File: src/hw/core_params.svh
`ifndef CORE_PARAMS_SVH
`define CORE_PARAMS_SVH

// data and pc width
`define DATA_W 32

// gpr index width, 32 registers
`define REG_ADDR_W 5

// issue slots per fetch pair
// slot 1 is the older instruction, slot 0 the younger
`define ISSUE_W 2

`endif

File: src/hw/mipsIsaPkg.sv
`include "core_params.svh"

package mipsIsaPkg;

    // plain machine words
    typedef logic [`DATA_W-1:0] word_t;
    typedef logic [`DATA_W-1:0] instr_t;
    typedef logic [`REG_ADDR_W-1:0] regAddr_t;
    // cp0 index is {rd, sel}
    typedef logic [7:0] cp0Addr_t;
    typedef logic [15:0] imm_t;

    // major opcodes, instr[31:26]
    typedef enum logic [5:0] {
        OP_SPECIAL = 6'h00,
        OP_J       = 6'h02,
        OP_JAL     = 6'h03,
        OP_BEQ     = 6'h04,
        OP_BNE     = 6'h05,
        OP_ADDIU   = 6'h09,
        OP_ORI     = 6'h0d,
        OP_LUI     = 6'h0f,
        OP_COP0    = 6'h10,
        OP_LW      = 6'h23,
        OP_SW      = 6'h2b
    } opcode_e;

    // SPECIAL functs, instr[5:0]
    // FN_ERET only meaningful under COP0 with the CO bit set
    typedef enum logic [5:0] {
        FN_SLL     = 6'h00,
        FN_SRL     = 6'h02,
        FN_JR      = 6'h08,
        FN_SYSCALL = 6'h0c,
        FN_ERET    = 6'h18,
        FN_ADDU    = 6'h21,
        FN_SUBU    = 6'h23,
        FN_AND     = 6'h24,
        FN_OR      = 6'h25,
        FN_XOR     = 6'h26,
        FN_SLT     = 6'h2a
    } funct_e;

    // cop0 move formats, rs field
    typedef enum logic [4:0] {
        C0_MF = 5'b00000,
        C0_MT = 5'b00100
    } cop0Fmt_e;

    // zero encoding is nop so a cleared bundle does nothing
    typedef enum logic [3:0] {
        ALU_NOP = 4'd0,
        ALU_ADD = 4'd1,
        ALU_SUB = 4'd2,
        ALU_AND = 4'd3,
        ALU_OR  = 4'd4,
        ALU_XOR = 4'd5,
        ALU_SLT = 4'd6,
        ALU_SLL = 4'd7,
        ALU_SRL = 4'd8,
        ALU_LUI = 4'd9
    } aluOp_e;

endpackage

File: src/hw/pipeStagePkg.sv
package pipeStagePkg;

    import mipsIsaPkg::*;

    // decoded control for one instruction
    typedef struct packed {
        aluOp_e aluOp;
        logic   regWrite;
        logic   memRead;
        logic   memWrite;
        // second operand from imm instead of rt
        logic   aluSrcImm;
        // sign extend imm, else zero extend
        logic   immSigned;
        logic   branch;
        logic   jump;
        // writes return address
        logic   link;
        logic   cp0Read;
        logic   cp0Write;
        logic   eret;
    } decodeCtl_t;

    // exception flags headed for cp0
    typedef struct packed {
        // raised by fetch
        logic fetchAddrErr;
        // raised by decode
        logic reservedInstr;
        logic syscall;
    } cp0Ctl_t;

    // fetch to decode, one slot
    typedef struct packed {
        logic    valid;
        instr_t  rawInstr;
        word_t   pc;
        // predictor guess and target
        logic    preB;
        word_t   prePc;
        cp0Ctl_t cp0Ctl;
    } fetchData_t;

    // decode output, one slot
    typedef struct packed {
        logic       valid;
        instr_t     rawInstr;
        word_t      pc;
        imm_t       imm;
        decodeCtl_t ctl;
        cp0Ctl_t    cp0Ctl;
        regAddr_t   ra1;
        regAddr_t   ra2;
        regAddr_t   rdst;
        cp0Addr_t   cp0ra;
        logic       preB;
        word_t      prePc;
    } decodeData_t;

endpackage
File: src/hw/decodeStage.sv
`timescale 1ns/1ps
`include "core_params.svh"

module decodeStage (
    input  pipeStagePkg::fetchData_t  [`ISSUE_W-1:0] dataF2,
    output pipeStagePkg::decodeData_t [`ISSUE_W-1:0] dataD,
    output logic                                     jrRa
);

    // per slot jr $ra flags, only the older one leaves
    logic [`ISSUE_W-1:0] slotJrRa;

    for (genvar i = 0; i < `ISSUE_W; ++i) begin : gSlot
        instrDecoder uDecoder (
            .valid     (dataF2[i].valid),
            .instr     (dataF2[i].rawInstr),
            .cp0CtlOld (dataF2[i].cp0Ctl),
            .ctl       (dataD[i].ctl),
            .cp0Ctl    (dataD[i].cp0Ctl),
            .srcRegA   (dataD[i].ra1),
            .srcRegB   (dataD[i].ra2),
            .destReg   (dataD[i].rdst),
            .isJrRa    (slotJrRa[i])
        );

        // raw fields straight from the word
        assign dataD[i].valid    = dataF2[i].valid;
        assign dataD[i].rawInstr = dataF2[i].rawInstr;
        assign dataD[i].pc       = dataF2[i].pc;
        assign dataD[i].imm      = dataF2[i].rawInstr[15:0];
        // cp0 index {rd, sel}
        assign dataD[i].cp0ra    = {dataF2[i].rawInstr[15:11], dataF2[i].rawInstr[2:0]};

        // predictor fields belong to the older slot only
        if (i == `ISSUE_W-1) begin : gOlder
            assign dataD[i].preB  = dataF2[i].preB;
            assign dataD[i].prePc = dataF2[i].prePc;
        end else begin : gYounger
            assign dataD[i].preB  = 1'b0;
            assign dataD[i].prePc = '0;
        end
    end

    // ras only consults the older slot
    assign jrRa = slotJrRa[`ISSUE_W-1];

endmodule

File: src/hw/fetchDecodeLatch.sv
`timescale 1ns/1ps
`include "core_params.svh"

module fetchDecodeLatch (
    input  logic                                    clk,
    input  logic                                    rstN,
    input  logic                                    stall,
    input  logic                                    flush,
    input  pipeStagePkg::fetchData_t [`ISSUE_W-1:0] fetchIn,
    output pipeStagePkg::fetchData_t [`ISSUE_W-1:0] dataF2
);

    // fetch/decode pipeline register
    // flush beats stall, stall beats load
    always_ff @(posedge clk) begin
        if (!rstN || flush) begin
            // drop the pair, payload left as is
            for (int i = 0; i < `ISSUE_W; i++) begin
                dataF2[i].valid <= 1'b0;
            end
        end else if (!stall) begin
            dataF2 <= fetchIn;
        end
        // stall high, hold the pair
    end

endmodule

File: src/hw/frontDecodeTop.sv
`timescale 1ns/1ps
`include "core_params.svh"

module frontDecodeTop (
    input  logic                                     clk,
    input  logic                                     rstN,
    input  logic                                     stall,
    input  logic                                     flush,
    input  pipeStagePkg::fetchData_t  [`ISSUE_W-1:0] fetchIn,
    output pipeStagePkg::decodeData_t [`ISSUE_W-1:0] decodeOut,
    output logic                                     jrRa
);

    // registered pair feeding decode
    pipeStagePkg::fetchData_t [`ISSUE_W-1:0] latchedF2;

    // one cycle from fetch to decoded pair
    fetchDecodeLatch uLatch (
        .clk     (clk),
        .rstN    (rstN),
        .stall   (stall),
        .flush   (flush),
        .fetchIn (fetchIn),
        .dataF2  (latchedF2)
    );

    // combinational decode of the held pair
    decodeStage uDecode (
        .dataF2 (latchedF2),
        .dataD  (decodeOut),
        .jrRa   (jrRa)
    );

endmodule

File: src/hw/instrDecoder.sv
`timescale 1ns/1ps

module instrDecoder (
    input  logic                    valid,
    input  mipsIsaPkg::instr_t      instr,
    input  pipeStagePkg::cp0Ctl_t   cp0CtlOld,
    output pipeStagePkg::decodeCtl_t ctl,
    output pipeStagePkg::cp0Ctl_t   cp0Ctl,
    output mipsIsaPkg::regAddr_t    srcRegA,
    output mipsIsaPkg::regAddr_t    srcRegB,
    output mipsIsaPkg::regAddr_t    destReg,
    output logic                    isJrRa
);

    import mipsIsaPkg::*;
    import pipeStagePkg::*;

    opcode_e    opcode;
    funct_e     funct;
    regAddr_t   rs;
    regAddr_t   rt;
    regAddr_t   rd;
    decodeCtl_t ctlRaw;
    cp0Ctl_t    cp0New;
    regAddr_t   destRaw;

    // instruction fields
    assign opcode = opcode_e'(instr[31:26]);
    assign funct  = funct_e'(instr[5:0]);
    assign rs     = instr[25:21];
    assign rt     = instr[20:16];
    assign rd     = instr[15:11];

    always_comb begin
        // default is a nop writing nothing
        ctlRaw       = '0;
        cp0New       = '0;
        destRaw      = '0;
        case (opcode)
            OP_SPECIAL: begin
                case (funct)
                    FN_ADDU:    ctlRaw.aluOp = ALU_ADD;
                    FN_SUBU:    ctlRaw.aluOp = ALU_SUB;
                    FN_AND:     ctlRaw.aluOp = ALU_AND;
                    FN_OR:      ctlRaw.aluOp = ALU_OR;
                    FN_XOR:     ctlRaw.aluOp = ALU_XOR;
                    FN_SLT:     ctlRaw.aluOp = ALU_SLT;
                    FN_SLL:     ctlRaw.aluOp = ALU_SLL;
                    FN_SRL:     ctlRaw.aluOp = ALU_SRL;
                    FN_JR:      ctlRaw.jump = 1'b1;
                    FN_SYSCALL: cp0New.syscall = 1'b1;
                    default:    cp0New.reservedInstr = 1'b1;
                endcase
                // every alu funct writes rd
                if (ctlRaw.aluOp != ALU_NOP) begin
                    ctlRaw.regWrite = 1'b1;
                    destRaw         = rd;
                end
            end
            OP_ADDIU, OP_LW: begin
                ctlRaw.aluOp     = ALU_ADD;
                ctlRaw.regWrite  = 1'b1;
                ctlRaw.aluSrcImm = 1'b1;
                ctlRaw.immSigned = 1'b1;
                ctlRaw.memRead   = (opcode == OP_LW);
                destRaw          = rt;
            end
            OP_ORI, OP_LUI: begin
                // logical imm forms zero extend
                ctlRaw.aluOp     = (opcode == OP_ORI) ? ALU_OR : ALU_LUI;
                ctlRaw.regWrite  = 1'b1;
                ctlRaw.aluSrcImm = 1'b1;
                destRaw          = rt;
            end
            OP_SW: begin
                // address add, no register result
                ctlRaw.aluOp     = ALU_ADD;
                ctlRaw.memWrite  = 1'b1;
                ctlRaw.aluSrcImm = 1'b1;
                ctlRaw.immSigned = 1'b1;
            end
            OP_BEQ, OP_BNE: begin
                // compare by subtract, signed offset
                ctlRaw.aluOp     = ALU_SUB;
                ctlRaw.branch    = 1'b1;
                ctlRaw.immSigned = 1'b1;
            end
            OP_J: ctlRaw.jump = 1'b1;
            OP_JAL: begin
                ctlRaw.jump     = 1'b1;
                ctlRaw.link     = 1'b1;
                ctlRaw.regWrite = 1'b1;
                // $ra is r31, all ones
                destRaw         = '1;
            end
            OP_COP0: begin
                if (instr[25]) begin
                    // CO format, only eret supported
                    if (funct == FN_ERET) begin
                        ctlRaw.eret = 1'b1;
                    end else begin
                        cp0New.reservedInstr = 1'b1;
                    end
                end else begin
                    case (cop0Fmt_e'(rs))
                        C0_MF: begin
                            ctlRaw.cp0Read  = 1'b1;
                            ctlRaw.regWrite = 1'b1;
                            destRaw         = rt;
                        end
                        C0_MT:   ctlRaw.cp0Write = 1'b1;
                        default: cp0New.reservedInstr = 1'b1;
                    endcase
                end
            end
            default: cp0New.reservedInstr = 1'b1;
        endcase
    end

    // an empty slot shows nothing at all
    assign ctl     = valid ? ctlRaw : '0;
    assign cp0Ctl  = valid ? cp0Ctl_t'(cp0CtlOld | cp0New) : '0;
    assign srcRegA = valid ? rs : '0;
    assign srcRegB = valid ? rt : '0;
    assign destReg = valid ? destRaw : '0;

    // jr $31, a return for the ras
    assign isJrRa = valid && (opcode == OP_SPECIAL) && (funct == FN_JR) && (&rs);

endmodule

File: config.mk
export PLATFORM = sky130hd
export DESIGN_NAME = frontDecodeTop
export DESIGN_NICKNAME = d
export VERILOG_FILES = /design/src/hw/mipsIsaPkg.sv /design/src/hw/pipeStagePkg.sv /design/src/hw/decodeStage.sv /design/src/hw/fetchDecodeLatch.sv /design/src/hw/frontDecodeTop.sv /design/src/hw/instrDecoder.sv
export VERILOG_INCLUDE_DIRS = /design/src /design/src/hw
export SDC_FILE = /design/constraint.sdc
export NUM_CORES = 1
export LEC_CHECK = 0
export BUFFER_PORTS_ARGS = -buffer_cell sky130_fd_sc_hd__buf_2
export CORE_AREA = 10 10 194 196
export DETAILED_ROUTE_END_ITERATION = 7
export DIE_AREA = 0 0 204 206
export GPL_TIMING_DRIVEN = 0
export MAX_ROUTING_LAYER = met4
export PLACE_DENSITY = 0.49
export SYNTH_ARGS = -nofsm -noshare
export SYNTH_HDL_FRONTEND = slang
export SYNTH_SLANG_ARGS = --single-unit
File: constraint.sdc
create_clock -name clk -period 13.6 [get_ports clk]
set_clock_uncertainty 0.1 [all_clocks]
set_input_delay 2.72 -clock clk [delete_from_list [all_inputs] [get_ports clk]]
set_output_delay 2.72 -clock clk [all_outputs]
set_load 0.02 [all_outputs]
# == After elaboration in Yosys (flattened, before gate mapping) ==
# Cells that the tools add are included.
# totals
memories,0
word_cells,173
latch_bits,0
mem_bits_ro,0
mem_bits_rw,0
out_inout_bits,311
ff_bits,169
# classes
add_sub_neg,0
muxes,74
eq_ne,42
order_cmp,0
shifts,0
n_mul,0
n_reduce_logical,39
bitwise_logic,4
div_mod_pow,0
# op_table
cell,count
== test 6 bit (second input constant),16
case mux 4 bit (8 select lines),2
== test 6 x 4 -> 1 bit (second input constant),10
two-way mux 5 bit,12
case mux 5 bit (4 select lines),2
two-way mux 1 bit,38
== test 6 x 2 -> 1 bit (second input constant),6
case mux 4 bit (4 select lines),2
two-way mux 15 bit,2
OR reduction 5 bit,6
== test 6 x 3 -> 1 bit (second input constant),4
== test 6 x 5 -> 1 bit (second input constant),4
zero test 6 bit,4
OR reduction 10 bit,2
OR reduction 2 bit,10
OR reduction 9 bit,2
two-way mux 4 bit,4
two-way mux 3 bit,4
case mux 1 bit (3 select lines),4
== test 5 x 3 -> 1 bit (second input constant),2
zero test 5 bit,2
nonzero test 4 bit,2
OR reduction 4 bit,2
bitwise OR 3 x 2 -> 3 bit,2
9 further kinds,15

# == Logic depth before layout (Yosys ltp) ==
# logic_depth
depth_word,7
ltp_mapped,7
ltp_nobuf,5

# == Modules after synthesis ==
# Synthesis repeated with hierarchy kept, for this count alone.
# hier_totals
cells_unflattened,750
hier_area_um2,9714.3
# by_module_without_submodules
mod,n_inst,area_each_um2,cells_per_inst
fetchDecodeLatch,1,6083.3,208
decodeStage,1,1835.5,245
instrDecoder (uDecode.gSlot[0].uDecoder),1,920.9,151
instrDecoder (uDecode.gSlot[1].uDecoder),1,874.6,146

# == Worst setup path before layout ==
# No wires, ideal clock.
# synth_path
path_kind,input to register
from,in flush
to,"reg, netlist name uLatch.dataF2[0]"
setup_ps,696
required_time_ps,12804
arrival_time_ps,9817
path_stages,2
slack_ps,2987
path_cell_list,nand2b_1 nor2_1
# synth_between
elab_chain_cells,3
# synth_lines
element,line_no,rtl
from (decl),frontDecodeTop.sv:8,"input logic flush,"
logical OR 1 bit,fetchDecodeLatch.sv:16,if (!rstN || flush) begin
inverter 1 bit (no line),-,
AND reduction 2 bit (no line),-,
# No other way between the ends.
# A chain may end at the register's enable or synchronous reset.

==> reports/metrics.cfg <==
[placement]
place_ws_ns=8.225
io_buffer_count=450
dp.cells=1667
dp_hpwl_um=25740
routabilityCongestion=0.8072

[worst_setup_path]
start_kind=flip-flop
cp_common_cell=nor2_1
path_max_fanout=9
crit_type=flip-flop to output pin
crit_arrival_ns=2.95
cp.required_ns=10.78
cpPeakStageDelay_ns=0.90
cpMaxStageDelayCell=nor4_1
worst_setup_path_end_kind=output pin
crit_chain=or2_2 > clkbuf_1 > nor4_1 > nor2_1 > a2bb2oi_1 > nor2_1 > buf_2

[grt]
grt_pass1_vias=6942
grt_usage=0.1444
antenna_found_initial=11
grt_start_max_net_pins=31
grt_pass1_wl_um=43730
grt_overflow=0

[finish]
top_regs=uLatch.dataF2 (169)
largest_reg_flops=169
areaGrowthSynthToFinish_pct=42.93
final_cells=1708
final_nets=1437
drive_above_1_share=0.6013
largest_register=uLatch.dataF2

[clocking]
post_cts_resized=0
numCtsBuffers=17
cts-hold-fix-buffers=0
clock_latency_ns=0.43
htree_levels=4
post_cts_buffers=0
clock_path_buffers=2
cts.sinks=169
path_clk_slew_ns=0.06
ctsRootBufferMaster=clkbuf_16
cts_tree=built

[sta]
hold_viol=0
finalSetupViolCount=0
period_minus_slack_ns=5.774
drv_slew=0
clock.fmax_ghz=0.1732
setup_ws_ns=7.826
rsz0062_at_grt=no
period_share=0.4246
worstMarginPinSlew_ns=1.133
timing.slew.headroom=0.2379

[logic_synthesis]
syn_area_um2=8668
synth-main-ff-cell=edfxtp_1
yosys-top-cells-count=244 x buf_4, 167 x edfxtp_1, 45 x nor2_1
ys_ff_latch=169
synth_top_area_share=0.5785
yosysTopAreaCell=edfxtp_1
async_reset_ff_frac=0
synth_cell_types=58
synthCells=724
synth.most_common_cell=buf_4
synth_area_per_cell_um2=11.97
synth-seq-area-share=0.5831
synth_area_leaders=edfxtp_1 58%, buf_4 21%, nor2_1 1.9%, and2_1 1.7%, a21oi_1 1.2%
synth_edf_count=167
ys_warn_count=0

[detailed_routing]
postRouteAntennaNets=0
drtIter0Drc=349
via_count=6796
drt_first_pass_iters=4
vias_per_cell=3.979
drc=0
drt_wl_total_um=30630
wire_per_inst_um=17.93

[power]
power.density_nw_per_um2=106.9
ir_worst_vdd_mv=0.09050
leakage_nw=5.629

[floorplanning]
ios=517
core_um2=33950
die_w_um=204
initial_utilization=0.2553
fp-row-count=68
die_area_um2=42020
chipHeight_um=206

[run]
maxCapViolations=0

[worst_hold_path]
hold_path.class=flip-flop to flip-flop

[status]
run_status=finished, final reports clean

## metrics by stage
step / TNS, ns / utilization / area [um2] / power, mW / hold slack [ns]
finish: 0 / 0.3650 / 12390 / 1.325 / 0.8107
global route: 0 / 0.3650 / 12390 / 1.382 / 0.9237
CTS: 0 / 0.3643 / 12370 / 1.345 / 0.8363
detailed placement: 0 / 0.3462 / 11750 / 0.8244 / 0.8194
global placement: -189.17 / 0.3420 / 11610 / 0.8254 / 0.8013
floorplan: 0 / - / 8788 / 0.7508 / 0.5932
## worst max-delay path: cells and delay by family (launching register included)
family	cells	cell delay [ns]
AOI/OAI and AO/OA	1	0.17
DFF	1	0.50
and+or+nand+nor	4	1.42
buffers and inverters	2	0.41
## layout by cell type (no fill, tap or decap), types with 8 or more instances in the layout
cell type,netlist,layout
buf_2,1,451
buf_4,244,244
edfxtp_1,167,167
nor2_1,45,44
conb_1,1,33
nand2_1,26,26
and2_1,24,24
clkbuf_1,20,21
a21oi_1,21,21
nor3_1,18,18
nand3_1,17,17
clkbuf_16,0,17
nor2b_1,15,15
o21ai_0,11,11
diode_2,0,9
inv_1,9,9
a2bb2oi_1,8,8
## metal layers
metal,part of all wire,track usage
met2,0.48,0.2283
met3,0.12,0.07633
met1,0.38,0.1543
met4,0.017,0.04417
met5,0,-
## where the power goes
part / leakage [nW] / total [mW] / switching [mW] / internal, mW
registers: 1.55 / 0.614 / 0.0138 / 0.600
logic: 3.78 / 0.197 / 0.107 / 0.0905
clock network: 0.301 / 0.513 / 0.219 / 0.294
total: 5.63 / 1.32 / 0.340 / 0.985
## cells by family after synthesis
group	after synthesis	share of synthesized area
XOR/XNOR	4	0.004042
flip-flops	169	0.5831
buffers and inverters	279	0.2283
multiplexers	3	0.003464
AO/OA/AOI/OAI	83	0.06813
AND/OR/NAND/NOR	185	0.1124
other	1	0.0004326
## path summary, 6_finish.rpt
path                                   start                              end  slack (ns)  cells after the start
max              uLatch.dataF2[98]$_DFFE_PP_                    decodeOut[43]        7.83                      7
min          uLatch.dataF2[100]$_SDFFE_PP0N_  uLatch.dataF2[100]$_SDFFE_PP0N_        0.81                      3
max reg2reg  uLatch.dataF2[201]$_SDFFE_PP0N_  uLatch.dataF2[201]$_SDFFE_PP0N_       12.33                      3
min reg2reg  uLatch.dataF2[100]$_SDFFE_PP0N_  uLatch.dataF2[100]$_SDFFE_PP0N_        0.81                      3
## final cells by class
type	instances	area, um2
fillers	3471	21560
flip-flops and latches	169	5055
repair buffers	456	2387
plain buffers	270	1946
multi-input cells	308	1762
well taps	455	569.3
clock buffers	18	429.2
clock inverters	14	185.2
inverters	9	33.78
diodes	9	22.52
No activity file was read; power rests on OpenSTA's default activity.
